$ cat src/hdl/dbg_pkg.sv
package dbg_pkg;

    localparam int xlen = 32;

    // request driven by an APB master
    typedef struct packed {
        logic            psel;
        logic            penable;
        logic            pwrite;
        logic [xlen-1:0] paddr;
        logic [xlen-1:0] pwdata;
    } apb_req_t;

    typedef struct packed {
        logic            pready;
        logic [xlen-1:0] prdata;
    } apb_rsp_t;

    localparam logic [7:0] cmd_nop        = 8'h00;
    localparam logic [7:0] cmd_echo       = 8'h01;
    localparam logic [7:0] cmd_toggle_led = 8'h02;
    localparam logic [7:0] cmd_run        = 8'h03;
    localparam logic [7:0] cmd_halt       = 8'h04;
    localparam logic [7:0] cmd_step       = 8'h05;
    localparam logic [7:0] cmd_get_pc     = 8'h06;
    localparam logic [7:0] cmd_get_instr  = 8'h07;
    localparam logic [7:0] cmd_read_mem   = 8'h08;
    localparam logic [7:0] cmd_write_mem  = 8'h09;

    localparam logic [7:0] reply_unknown  = 8'hff;

    localparam logic [7:0] hdr_none       = 8'h00; // no data bytes follow
    localparam logic [7:0] hdr_word       = 8'h04; // one word follows, msb first

endpackage

$ cat src/hdl/apb_arbiter.sv
`timescale 1ns/10ps

module apb_arbiter (
    input  logic              clk,
    input  logic              rst,
    input  dbg_pkg::apb_req_t dbg_req,
    output dbg_pkg::apb_rsp_t dbg_rsp,
    input  dbg_pkg::apb_req_t fetch_req,
    output dbg_pkg::apb_rsp_t fetch_rsp,
    output dbg_pkg::apb_req_t mem_req,
    input  dbg_pkg::apb_rsp_t mem_rsp
);

    logic locked;
    logic owner;       // set when the fetch engine holds the bus
    logic grant_fetch;

    // the debug engine wins whenever the bus is free
    assign grant_fetch = locked ? owner : (~dbg_req.psel & fetch_req.psel);

    always_comb begin
        mem_req = grant_fetch ? fetch_req : dbg_req;
        // a master that already waits in access gets a fresh setup cycle on the slave
        mem_req.penable = (grant_fetch ? fetch_req.penable : dbg_req.penable) & locked;
    end

    always_comb begin
        dbg_rsp.prdata   = mem_rsp.prdata;
        dbg_rsp.pready   = mem_rsp.pready & ~grant_fetch;
        fetch_rsp.prdata = mem_rsp.prdata;
        fetch_rsp.pready = mem_rsp.pready & grant_fetch;
    end

    always_ff @(posedge clk) begin
        if (rst) begin
            locked <= 1'b0;
            owner  <= 1'b0;
        end else if (!locked) begin
            if (dbg_req.psel || fetch_req.psel) begin
                locked <= 1'b1;
                owner  <= grant_fetch;
            end
        end else if (mem_rsp.pready) begin
            locked <= 1'b0;
        end
    end

endmodule

$ cat src/hdl/apb_ram.sv
`timescale 1ns/10ps

module apb_ram #(
    parameter int mem_words = 64
) (
    input  logic              clk,
    input  logic              rst,
    input  dbg_pkg::apb_req_t bus_req,
    output dbg_pkg::apb_rsp_t bus_rsp
);
    import dbg_pkg::*;

    localparam int aw = $clog2(mem_words);

    logic [xlen-1:0] mem [mem_words];
    logic [aw-1:0]   idx;
    logic            access;

    assign idx            = bus_req.paddr[aw+1:2]; // word index, upper bits fold over
    assign access         = bus_req.psel & bus_req.penable;
    assign bus_rsp.pready = access;
    assign bus_rsp.prdata = mem[idx];

    always_ff @(posedge clk) begin
        if (rst) begin
            for (int i = 0; i < mem_words; i++) begin
                mem[i] <= '0;
            end
        end else if (access && bus_req.pwrite) begin
            mem[idx] <= bus_req.pwdata;
        end
    end

endmodule

$ cat src/hdl/dbg_cmd.sv
`timescale 1ns/10ps

module dbg_cmd (
    input  logic                     clk,
    input  logic                     rst,
    input  logic [7:0]               recv_data,
    input  logic                     recv_valid,
    output logic [7:0]               send_data,
    output logic                     led,
    output logic                     run,
    output logic                     step,
    input  logic [dbg_pkg::xlen-1:0] pc,
    input  logic [dbg_pkg::xlen-1:0] instr,
    output dbg_pkg::apb_req_t        bus_req,
    input  dbg_pkg::apb_rsp_t        bus_rsp
);
    import dbg_pkg::*;

    typedef enum logic [2:0] {
        st_idle,
        st_echo,
        st_addr,
        st_wdata,
        st_reply
    } state_t;

    state_t          state;
    logic [xlen-1:0] reply_buf;
    logic [2:0]      reply_cnt;
    logic            is_write;
    logic [7:0]      widx;
    logic [1:0]      wcnt;
    logic [xlen-1:0] wdata;

    function automatic logic [xlen-1:0] word_addr(input logic [7:0] idx);
        return {{(xlen - 10){1'b0}}, idx, 2'b00};
    endfunction

    always_ff @(posedge clk) begin
        if (rst) begin
            state           <= st_idle;
            send_data       <= '0;
            led             <= 1'b0;
            run             <= 1'b0;
            step            <= 1'b0;
            reply_cnt       <= '0;
            is_write        <= 1'b0;
            wcnt            <= '0;
            bus_req.psel    <= 1'b0;
            bus_req.penable <= 1'b0;
        end else begin
            step <= 1'b0;
            if (recv_valid) begin
                case (state)
                    st_idle: begin
                        send_data <= hdr_none;
                        case (recv_data)
                            cmd_nop:        state <= st_idle;
                            cmd_echo:       state <= st_echo;
                            cmd_toggle_led: led <= ~led;
                            cmd_run:        run <= 1'b1;
                            cmd_halt:       run <= 1'b0;
                            cmd_step:       step <= 1'b1;
                            cmd_get_pc, cmd_get_instr: begin
                                reply_buf <= (recv_data == cmd_get_pc) ? pc : instr;
                                reply_cnt <= 3'd4;
                                send_data <= hdr_word;
                                state     <= st_reply;
                            end
                            cmd_read_mem, cmd_write_mem: begin
                                is_write <= (recv_data == cmd_write_mem);
                                state    <= st_addr;
                            end
                            default:        send_data <= reply_unknown;
                        endcase
                    end
                    st_echo: begin
                        send_data <= recv_data;
                        state     <= st_idle;
                    end
                    st_addr: begin
                        widx <= recv_data;
                        wcnt <= '0;
                        if (is_write) begin
                            send_data <= hdr_none;
                            state     <= st_wdata;
                        end else begin
                            bus_req.psel    <= 1'b1; // reply_buf fills in well before the next byte
                            bus_req.penable <= 1'b0;
                            bus_req.pwrite  <= 1'b0;
                            bus_req.paddr   <= word_addr(recv_data);
                            reply_cnt       <= 3'd4;
                            send_data       <= hdr_word;
                            state           <= st_reply;
                        end
                    end
                    st_wdata: begin
                        wdata     <= {wdata[xlen-9:0], recv_data};
                        wcnt      <= wcnt + 2'd1;
                        send_data <= hdr_none;
                        if (wcnt == 2'd3) begin
                            bus_req.psel    <= 1'b1;
                            bus_req.penable <= 1'b0;
                            bus_req.pwrite  <= 1'b1;
                            bus_req.paddr   <= word_addr(widx);
                            bus_req.pwdata  <= {wdata[xlen-9:0], recv_data};
                            state           <= st_idle;
                        end
                    end
                    st_reply: begin
                        send_data <= reply_buf[xlen-1 -: 8]; // incoming bytes are ignored here
                        reply_buf <= reply_buf << 8;
                        reply_cnt <= reply_cnt - 3'd1;
                        if (reply_cnt == 3'd1) begin
                            state <= st_idle;
                        end
                    end
                    default: begin
                        send_data <= reply_unknown;
                        state     <= st_idle;
                    end
                endcase
            end
            if (bus_req.psel && !bus_req.penable) begin
                bus_req.penable <= 1'b1;
            end else if (bus_req.penable && bus_rsp.pready) begin
                bus_req.psel    <= 1'b0;
                bus_req.penable <= 1'b0;
                if (!bus_req.pwrite) begin
                    reply_buf <= bus_rsp.prdata;
                end
            end
        end
    end

endmodule

$ cat src/hdl/dbg_top.sv
`timescale 1ns/10ps

module dbg_top #(
    parameter int mem_words = 64
) (
    input  logic clk,
    input  logic rst,
    input  logic sclk,
    input  logic mosi,
    input  logic ss_n,
    output logic miso,
    output logic led
);
    import dbg_pkg::*;

    logic [7:0]      send_data;
    logic [7:0]      recv_data;
    logic            recv_valid;
    logic            run;
    logic            step;
    logic [xlen-1:0] pc;
    logic [xlen-1:0] instr;
    apb_req_t        dbg_req;
    apb_rsp_t        dbg_rsp;
    apb_req_t        fetch_req;
    apb_rsp_t        fetch_rsp;
    apb_req_t        mem_req;
    apb_rsp_t        mem_rsp;

    spi_slave i_spi (
        .clk, .rst, .sclk, .mosi, .ss_n, .miso,
        .send_data, .recv_data, .recv_valid
    );

    dbg_cmd i_cmd (
        .clk, .rst, .recv_data, .recv_valid, .send_data,
        .led, .run, .step, .pc, .instr,
        .bus_req(dbg_req), .bus_rsp(dbg_rsp)
    );

    fetch_unit #(.mem_words(mem_words)) i_fetch (
        .clk, .rst, .run, .step, .pc, .instr,
        .bus_req(fetch_req), .bus_rsp(fetch_rsp)
    );

    apb_arbiter i_arb (
        .clk, .rst, .dbg_req, .dbg_rsp, .fetch_req, .fetch_rsp, .mem_req, .mem_rsp
    );

    apb_ram #(.mem_words(mem_words)) i_ram (
        .clk, .rst, .bus_req(mem_req), .bus_rsp(mem_rsp)
    );

endmodule

$ cat src/hdl/fetch_unit.sv
`timescale 1ns/10ps

module fetch_unit #(
    parameter int mem_words = 64
) (
    input  logic                     clk,
    input  logic                     rst,
    input  logic                     run,
    input  logic                     step,
    output logic [dbg_pkg::xlen-1:0] pc,
    output logic [dbg_pkg::xlen-1:0] instr,
    output dbg_pkg::apb_req_t        bus_req,
    input  dbg_pkg::apb_rsp_t        bus_rsp
);
    import dbg_pkg::*;

    localparam logic [xlen-1:0] pc_mask = xlen'(mem_words * 4 - 1);

    logic            step_pend;
    logic            want;
    logic [xlen-1:0] pc_next;

    assign pc_next = (pc + xlen'(4)) & pc_mask; // wraps at the end of the RAM
    assign want    = run | step | step_pend;

    always_ff @(posedge clk) begin
        if (rst) begin
            pc              <= '0;
            instr           <= '0;
            step_pend       <= 1'b0;
            bus_req.psel    <= 1'b0;
            bus_req.penable <= 1'b0;
        end else begin
            if (step) begin
                step_pend <= 1'b1;
            end
            if (!bus_req.psel) begin
                if (want) begin
                    bus_req.psel    <= 1'b1;
                    bus_req.penable <= 1'b0;
                    bus_req.pwrite  <= 1'b0;
                    bus_req.paddr   <= pc;
                    bus_req.pwdata  <= '0;
                    step_pend       <= 1'b0;
                end
            end else if (!bus_req.penable) begin
                bus_req.penable <= 1'b1;
            end else if (bus_rsp.pready) begin
                instr           <= bus_rsp.prdata;
                pc              <= pc_next;
                bus_req.penable <= 1'b0;
                bus_req.paddr   <= pc_next;
                bus_req.psel    <= want; // back to back while running
                step_pend       <= 1'b0;
            end
        end
    end

endmodule

$ cat src/hdl/spi_slave.sv
`timescale 1ns/10ps

module spi_slave (
    input  logic       clk,
    input  logic       rst,
    input  logic       sclk,
    input  logic       mosi,
    input  logic       ss_n,
    output logic       miso,
    input  logic [7:0] send_data,
    output logic [7:0] recv_data,
    output logic       recv_valid
);

    logic [1:0] sclk_sync;
    logic [1:0] mosi_sync;
    logic [1:0] ss_sync;
    logic       sclk_prev;
    logic       sclk_rise;
    logic       sclk_fall;
    logic       active;
    logic [2:0] bit_cnt;
    logic [7:0] rx_shift;
    logic [7:0] tx_shift;
    logic       reload;

    assign active    = ~ss_sync[1];
    assign sclk_rise = sclk_sync[1] & ~sclk_prev;
    assign sclk_fall = ~sclk_sync[1] & sclk_prev;
    assign miso      = active & tx_shift[7]; // held low while deselected

    always_ff @(posedge clk) begin
        if (rst) begin
            sclk_sync <= '0;
            mosi_sync <= '0;
            ss_sync   <= '1;
            sclk_prev <= 1'b0;
        end else begin
            sclk_sync <= {sclk_sync[0], sclk};
            mosi_sync <= {mosi_sync[0], mosi};
            ss_sync   <= {ss_sync[0], ss_n};
            sclk_prev <= sclk_sync[1];
        end
    end

    always_ff @(posedge clk) begin
        if (rst) begin
            bit_cnt    <= '0;
            recv_valid <= 1'b0;
            reload     <= 1'b0;
            tx_shift   <= '0;
        end else begin
            recv_valid <= 1'b0;
            reload     <= recv_valid; // send_data holds the reply one cycle after the strobe
            if (!active) begin
                bit_cnt <= '0;
            end else if (sclk_rise) begin
                rx_shift <= {rx_shift[6:0], mosi_sync[1]};
                bit_cnt  <= bit_cnt + 3'd1;
                if (bit_cnt == 3'd7) begin
                    recv_data  <= {rx_shift[6:0], mosi_sync[1]};
                    recv_valid <= 1'b1;
                end
            end else if (sclk_fall && bit_cnt != 3'd0) begin
                tx_shift <= {tx_shift[6:0], 1'b0}; // no shift on the falling edge after bit 8
            end
            if (reload) begin
                tx_shift <= send_data;
            end
        end
    end

endmodule

$ cat config.mk
export PLATFORM = sky130hd
export DESIGN_NAME = dbg_top
export DESIGN_NICKNAME = d
export VERILOG_FILES = /design/src/hdl/dbg_pkg.sv /design/src/hdl/apb_arbiter.sv /design/src/hdl/apb_ram.sv /design/src/hdl/dbg_cmd.sv /design/src/hdl/dbg_top.sv /design/src/hdl/fetch_unit.sv /design/src/hdl/spi_slave.sv
export SDC_FILE = /design/constraint.sdc
export NUM_CORES = 2
export LEC_CHECK = 0
export ABC_CLOCK_PERIOD_IN_PS = 6900
export BUFFER_PORTS_ARGS = -buffer_cell sky130_fd_sc_hd__buf_2
export CAP_MARGIN = 20
export CORE_UTILIZATION = 30
export CTS_CLUSTER_DIAMETER = 100
export CTS_CLUSTER_SIZE = 40
export DETAILED_ROUTE_END_ITERATION = 12
export GPL_TIMING_DRIVEN = 0
export PLACE_DENSITY = 0.45
export SLEW_MARGIN = 5
export SYNTH_ARGS = -nofsm -noshare
export SYNTH_HDL_FRONTEND = slang
export SYNTH_SLANG_ARGS = --single-unit
$ cat constraint.sdc
create_clock -name clk -period 6.9 [get_ports clk]
set_clock_uncertainty 0.1 [all_clocks]
set_input_delay 0.69 -clock clk [delete_from_list [all_inputs] [get_ports clk]]
set_output_delay 0.69 -clock clk [all_outputs]
set_load 0.03 [all_outputs]
==> impl_metrics.csv <==
group,metric,value,unit
run_status,outcome,"finished with violations",
run_status,violations,"setup timing",
route,post_drt_wl_per_cell,36.5,um
timing,finalHoldViolCount,0,
yosys,synth_area_leader_cell,"edfxtp_1",
cts,cts_root_buf,"clkbuf_16",
cts,cts_buffer_depth,4,
timing,fin_hold_ws,322,ps
pwr,vdd_drop_max,0.000198,V
yosys,syn_area,95800,um2
yosys,syn_nets,7944,
worst_setup_path,path_delay_family,"simple AND/OR/NAND/NOR gates",
final_layout,nets,8261,
global_routing,grt_overflow,0,
floorplan,core_area,318000,um2
floorplan,die_x,567,um
final_layout,post-route-util,34.2,%
worst_setup_path,slowest_stage,"nor4_1",
yosys,ys_top_cells_by_area,"edfxtp_1, nor2_1, o21ai_0, a22o_1, clkbuf_1",
timing,slew_violations,0,
global_routing,antenna_found_initial,57,
timing,worst_slew_pin_slew,1380,ps
pwr,p_per_area,230,nW/um2
worst_setup_path,cp.arrival,7670,ps
floorplan,die_area,321000,um2
cts,cts_tree,"built",
yosys,synth-edff-count,2170,
route,dr.pass1.iters,6,
placed_design,portBuffers,5,
global_routing,grt_max_degree,41,
worst_setup_path,cp.required,7430,ps
cts,h-tree-depth,3,
placed_design,dpl.hpwl,343,mm
cts,numCtsBuffers,110,
pwr,p_leak,36.3,nW
yosys,synth.ff_latch_count,2255,
timing,fin_crit_sh,103,%
cts,clk_pin_slew,110,ps
floorplan,ios,7,
timing,maxSlewHeadroom,7.84,%
yosys,synth_cells,7932,
yosys,synth_ff_type,"edfxtp_1",
worst_setup_path,critPathMaxStageDelay,1120,ps
timing,postLayoutSetupSlackWorst,-240,ps
global_routing,grt_pass1_wl,604,mm
timing,period_needed,7140,ps
cts,cts_sinks,2255,
worst_hold_path,hold_class,"flip-flop to flip-flop",
route,vias,72700,
timing,fmax,140,MHz
timing,setup_viol,5,
worst_setup_path,crit_path_start_kind,"flip-flop",
worst_setup_path,path_cells,"buf_6, or3b_1, buf_6, nand2_1, buf_4, mux2i_2, buf_2, buf_2, a21oi_1, nor4_1, o2111ai_1, nor4_2, a21oi_1",
final_layout,layout-drive-gt1-share,8.78,%
route,drtIter0Drc,11700,
global_routing,grt_pass1_vias,67400,
cts,insertion_delay,990,ps
floorplan,rows,207,
floorplan,die_h,567,um
yosys,yosys-top-cells-count,"edfxtp_1, nor2_1, clkbuf_1",
yosys,synth_cell_types,76,
floorplan,initial_utilization,30.1,%
final_layout,areaGrowthSynthToFinish,13.6,%
yosys,synthDominantCellAreaShare,68.1,%
cts,cts-resized-gates,0,
route,ant_nets,0,
yosys,ys_async_sr_fraction,0,%
worst_setup_path,path_class,"flip-flop to flip-flop",
job,maxCapViolCount,0,
placed_design,pre_cts_slack,60.5,ps
timing,fin_tns_setup,-517,ps
route,viasPerCell,5.80,
yosys,syn_area_per_cell,12.1,um2
yosys,ys.warnings.count,0,
worst_setup_path,cp_num_buf_inv,5,
yosys,ys_seq_area_share,69.8,%
route,wl,457,mm
timing,rsz0062_at_grt,"no",
global_routing,grt_use_total,27.6,%
worst_setup_path,end_kind,"flip-flop",
route,route.detailed.drc,0,
worst_setup_path,path_max_fanout,10,
yosys,yosysMostFrequentCell,"edfxtp_1",
placed_design,place.gp.congestion,1.11,
==> final timing paths <==
check                    from                   to  slack (ps)  cells past startpoint
min          i_spi.ss_sync[0]     i_spi.ss_sync[1]         320                      1
max              i_arb.locked  i_cmd.reply_buf[31]        -240                     13
min reg2reg  i_spi.ss_sync[0]     i_spi.ss_sync[1]         320                      1
max reg2reg      i_arb.locked  i_cmd.reply_buf[31]        -240                     13
==> sequential cells by signal, indices dropped and copies added (netlist names), 6 cells and up <==
signal           flops
i_cmd.widx           6
i_fetch.instr       32
i_spi.tx_shift       8
i_cmd.wdata         24
i_fetch.bus_req      8
i_fetch.pc           6
i_spi.recv_data      8
i_cmd.reply_buf     32
i_spi.rx_shift       7
i_cmd.send_data      8
i_cmd.bus_req       41
i_ram.mem         2048
==> stage by stage <==
stage	std cells	cell area, um2	total power, mW
floorplan	7932	95800	16.0
global placement	12100	101000	16.4
detailed placement	12300	104000	16.5
CTS	12500	109000	25.0
global route	12500	109000	25.5
finish	12500	109000	25.0
==> placed cells by master, fill, tap and decap left out, types with 24 or more instances in the layout <==
cell type	count
o21ai_0	553
a41oi_1	24
nand2_1	186
buf_4	71
a211oi_1	36
clkbuf_16	111
dfxtp_1	85
edfxtp_1	2170
nor4_2	62
buf_16	29
o21ai_1	25
a21oi_1	304
clkbuf_1	666
mux2i_1	88
buf_6	32
nand4_1	47
a22o_1	302
nand2_2	81
nor3_1	33
nand3_1	225
a22oi_1	326
nor2_1	2150
buf_2	101
buf_12	53
o221ai_1	41
nor2b_1	25
and4_1	32
buf_8	30
a31oi_1	32
==> where the power goes <==
group          switching [mW]  internal, mW
Clock                    5.42          3.42
Sequential              0.140          15.3
Combinational           0.518         0.169
==> what timing repair did <==
| item | CTS | global route |
|---|---|---|
| endpoints found under the hold margin | 4 | 0 |
| hold buffers | 4 | 0 |
| buffers inserted | 0 | 0 |
==> layout make-up <==
| type | count | area (um2) |
|---|---|---|
| well taps | 4180 | 5230 |
| clock inverters | 91 | 1330 |
| diodes | 22 | 55.1 |
| multi-input cells | 4850 | 26000 |
| flip-flops and latches | 2255 | 66900 |
| clock buffers | 112 | 2780 |
| repair buffers | 205 | 3050 |
| plain buffers | 808 | 3330 |
| fillers | 31400 | 209000 |
| inverters | 19 | 71.3 |
==> routing by layer <==
layer / track usage, % / part of all wire, % / up-vias
met3: 8.34 / 11 / 937
li1: - / - / 29700
met2: 39.7 / 41 / 4603
met4: 17.4 / 7.7 / 32
met5: 0.312 / 0.17 / -
met1: 36.2 / 39 / 37400
==> kinds of logic (layout without fill, tap and decap cells) <==
family	after synthesis	after routing	share of synthesized area, %
AND/OR/NAND/NOR	2956	2956	13.0
buffers and inverters	827	1235	3.52
adder cells (fa/ha/maj)	7	7	0.0915
flip-flops	2255	2255	69.8
XOR/XNOR	7	7	0.0640
AO/OA/AOI/OAI	1780	1780	12.4
other	0	22	0
multiplexers	100	100	1.06
==> worst register-to-register path, stage by stage (launching register included) <==
cell and delay [ps]:
dfxtp_1 320, buf_6 150, or3b_1 550, buf_6 250, nand2_1 110, buf_4 220
mux2i_2 890, buf_2 750, buf_2 620, a21oi_1 180, nor4_1 1120, o2111ai_1 610
nor4_2 840, a21oi_1 170
No activity file was read; power rests on OpenSTA's default activity.
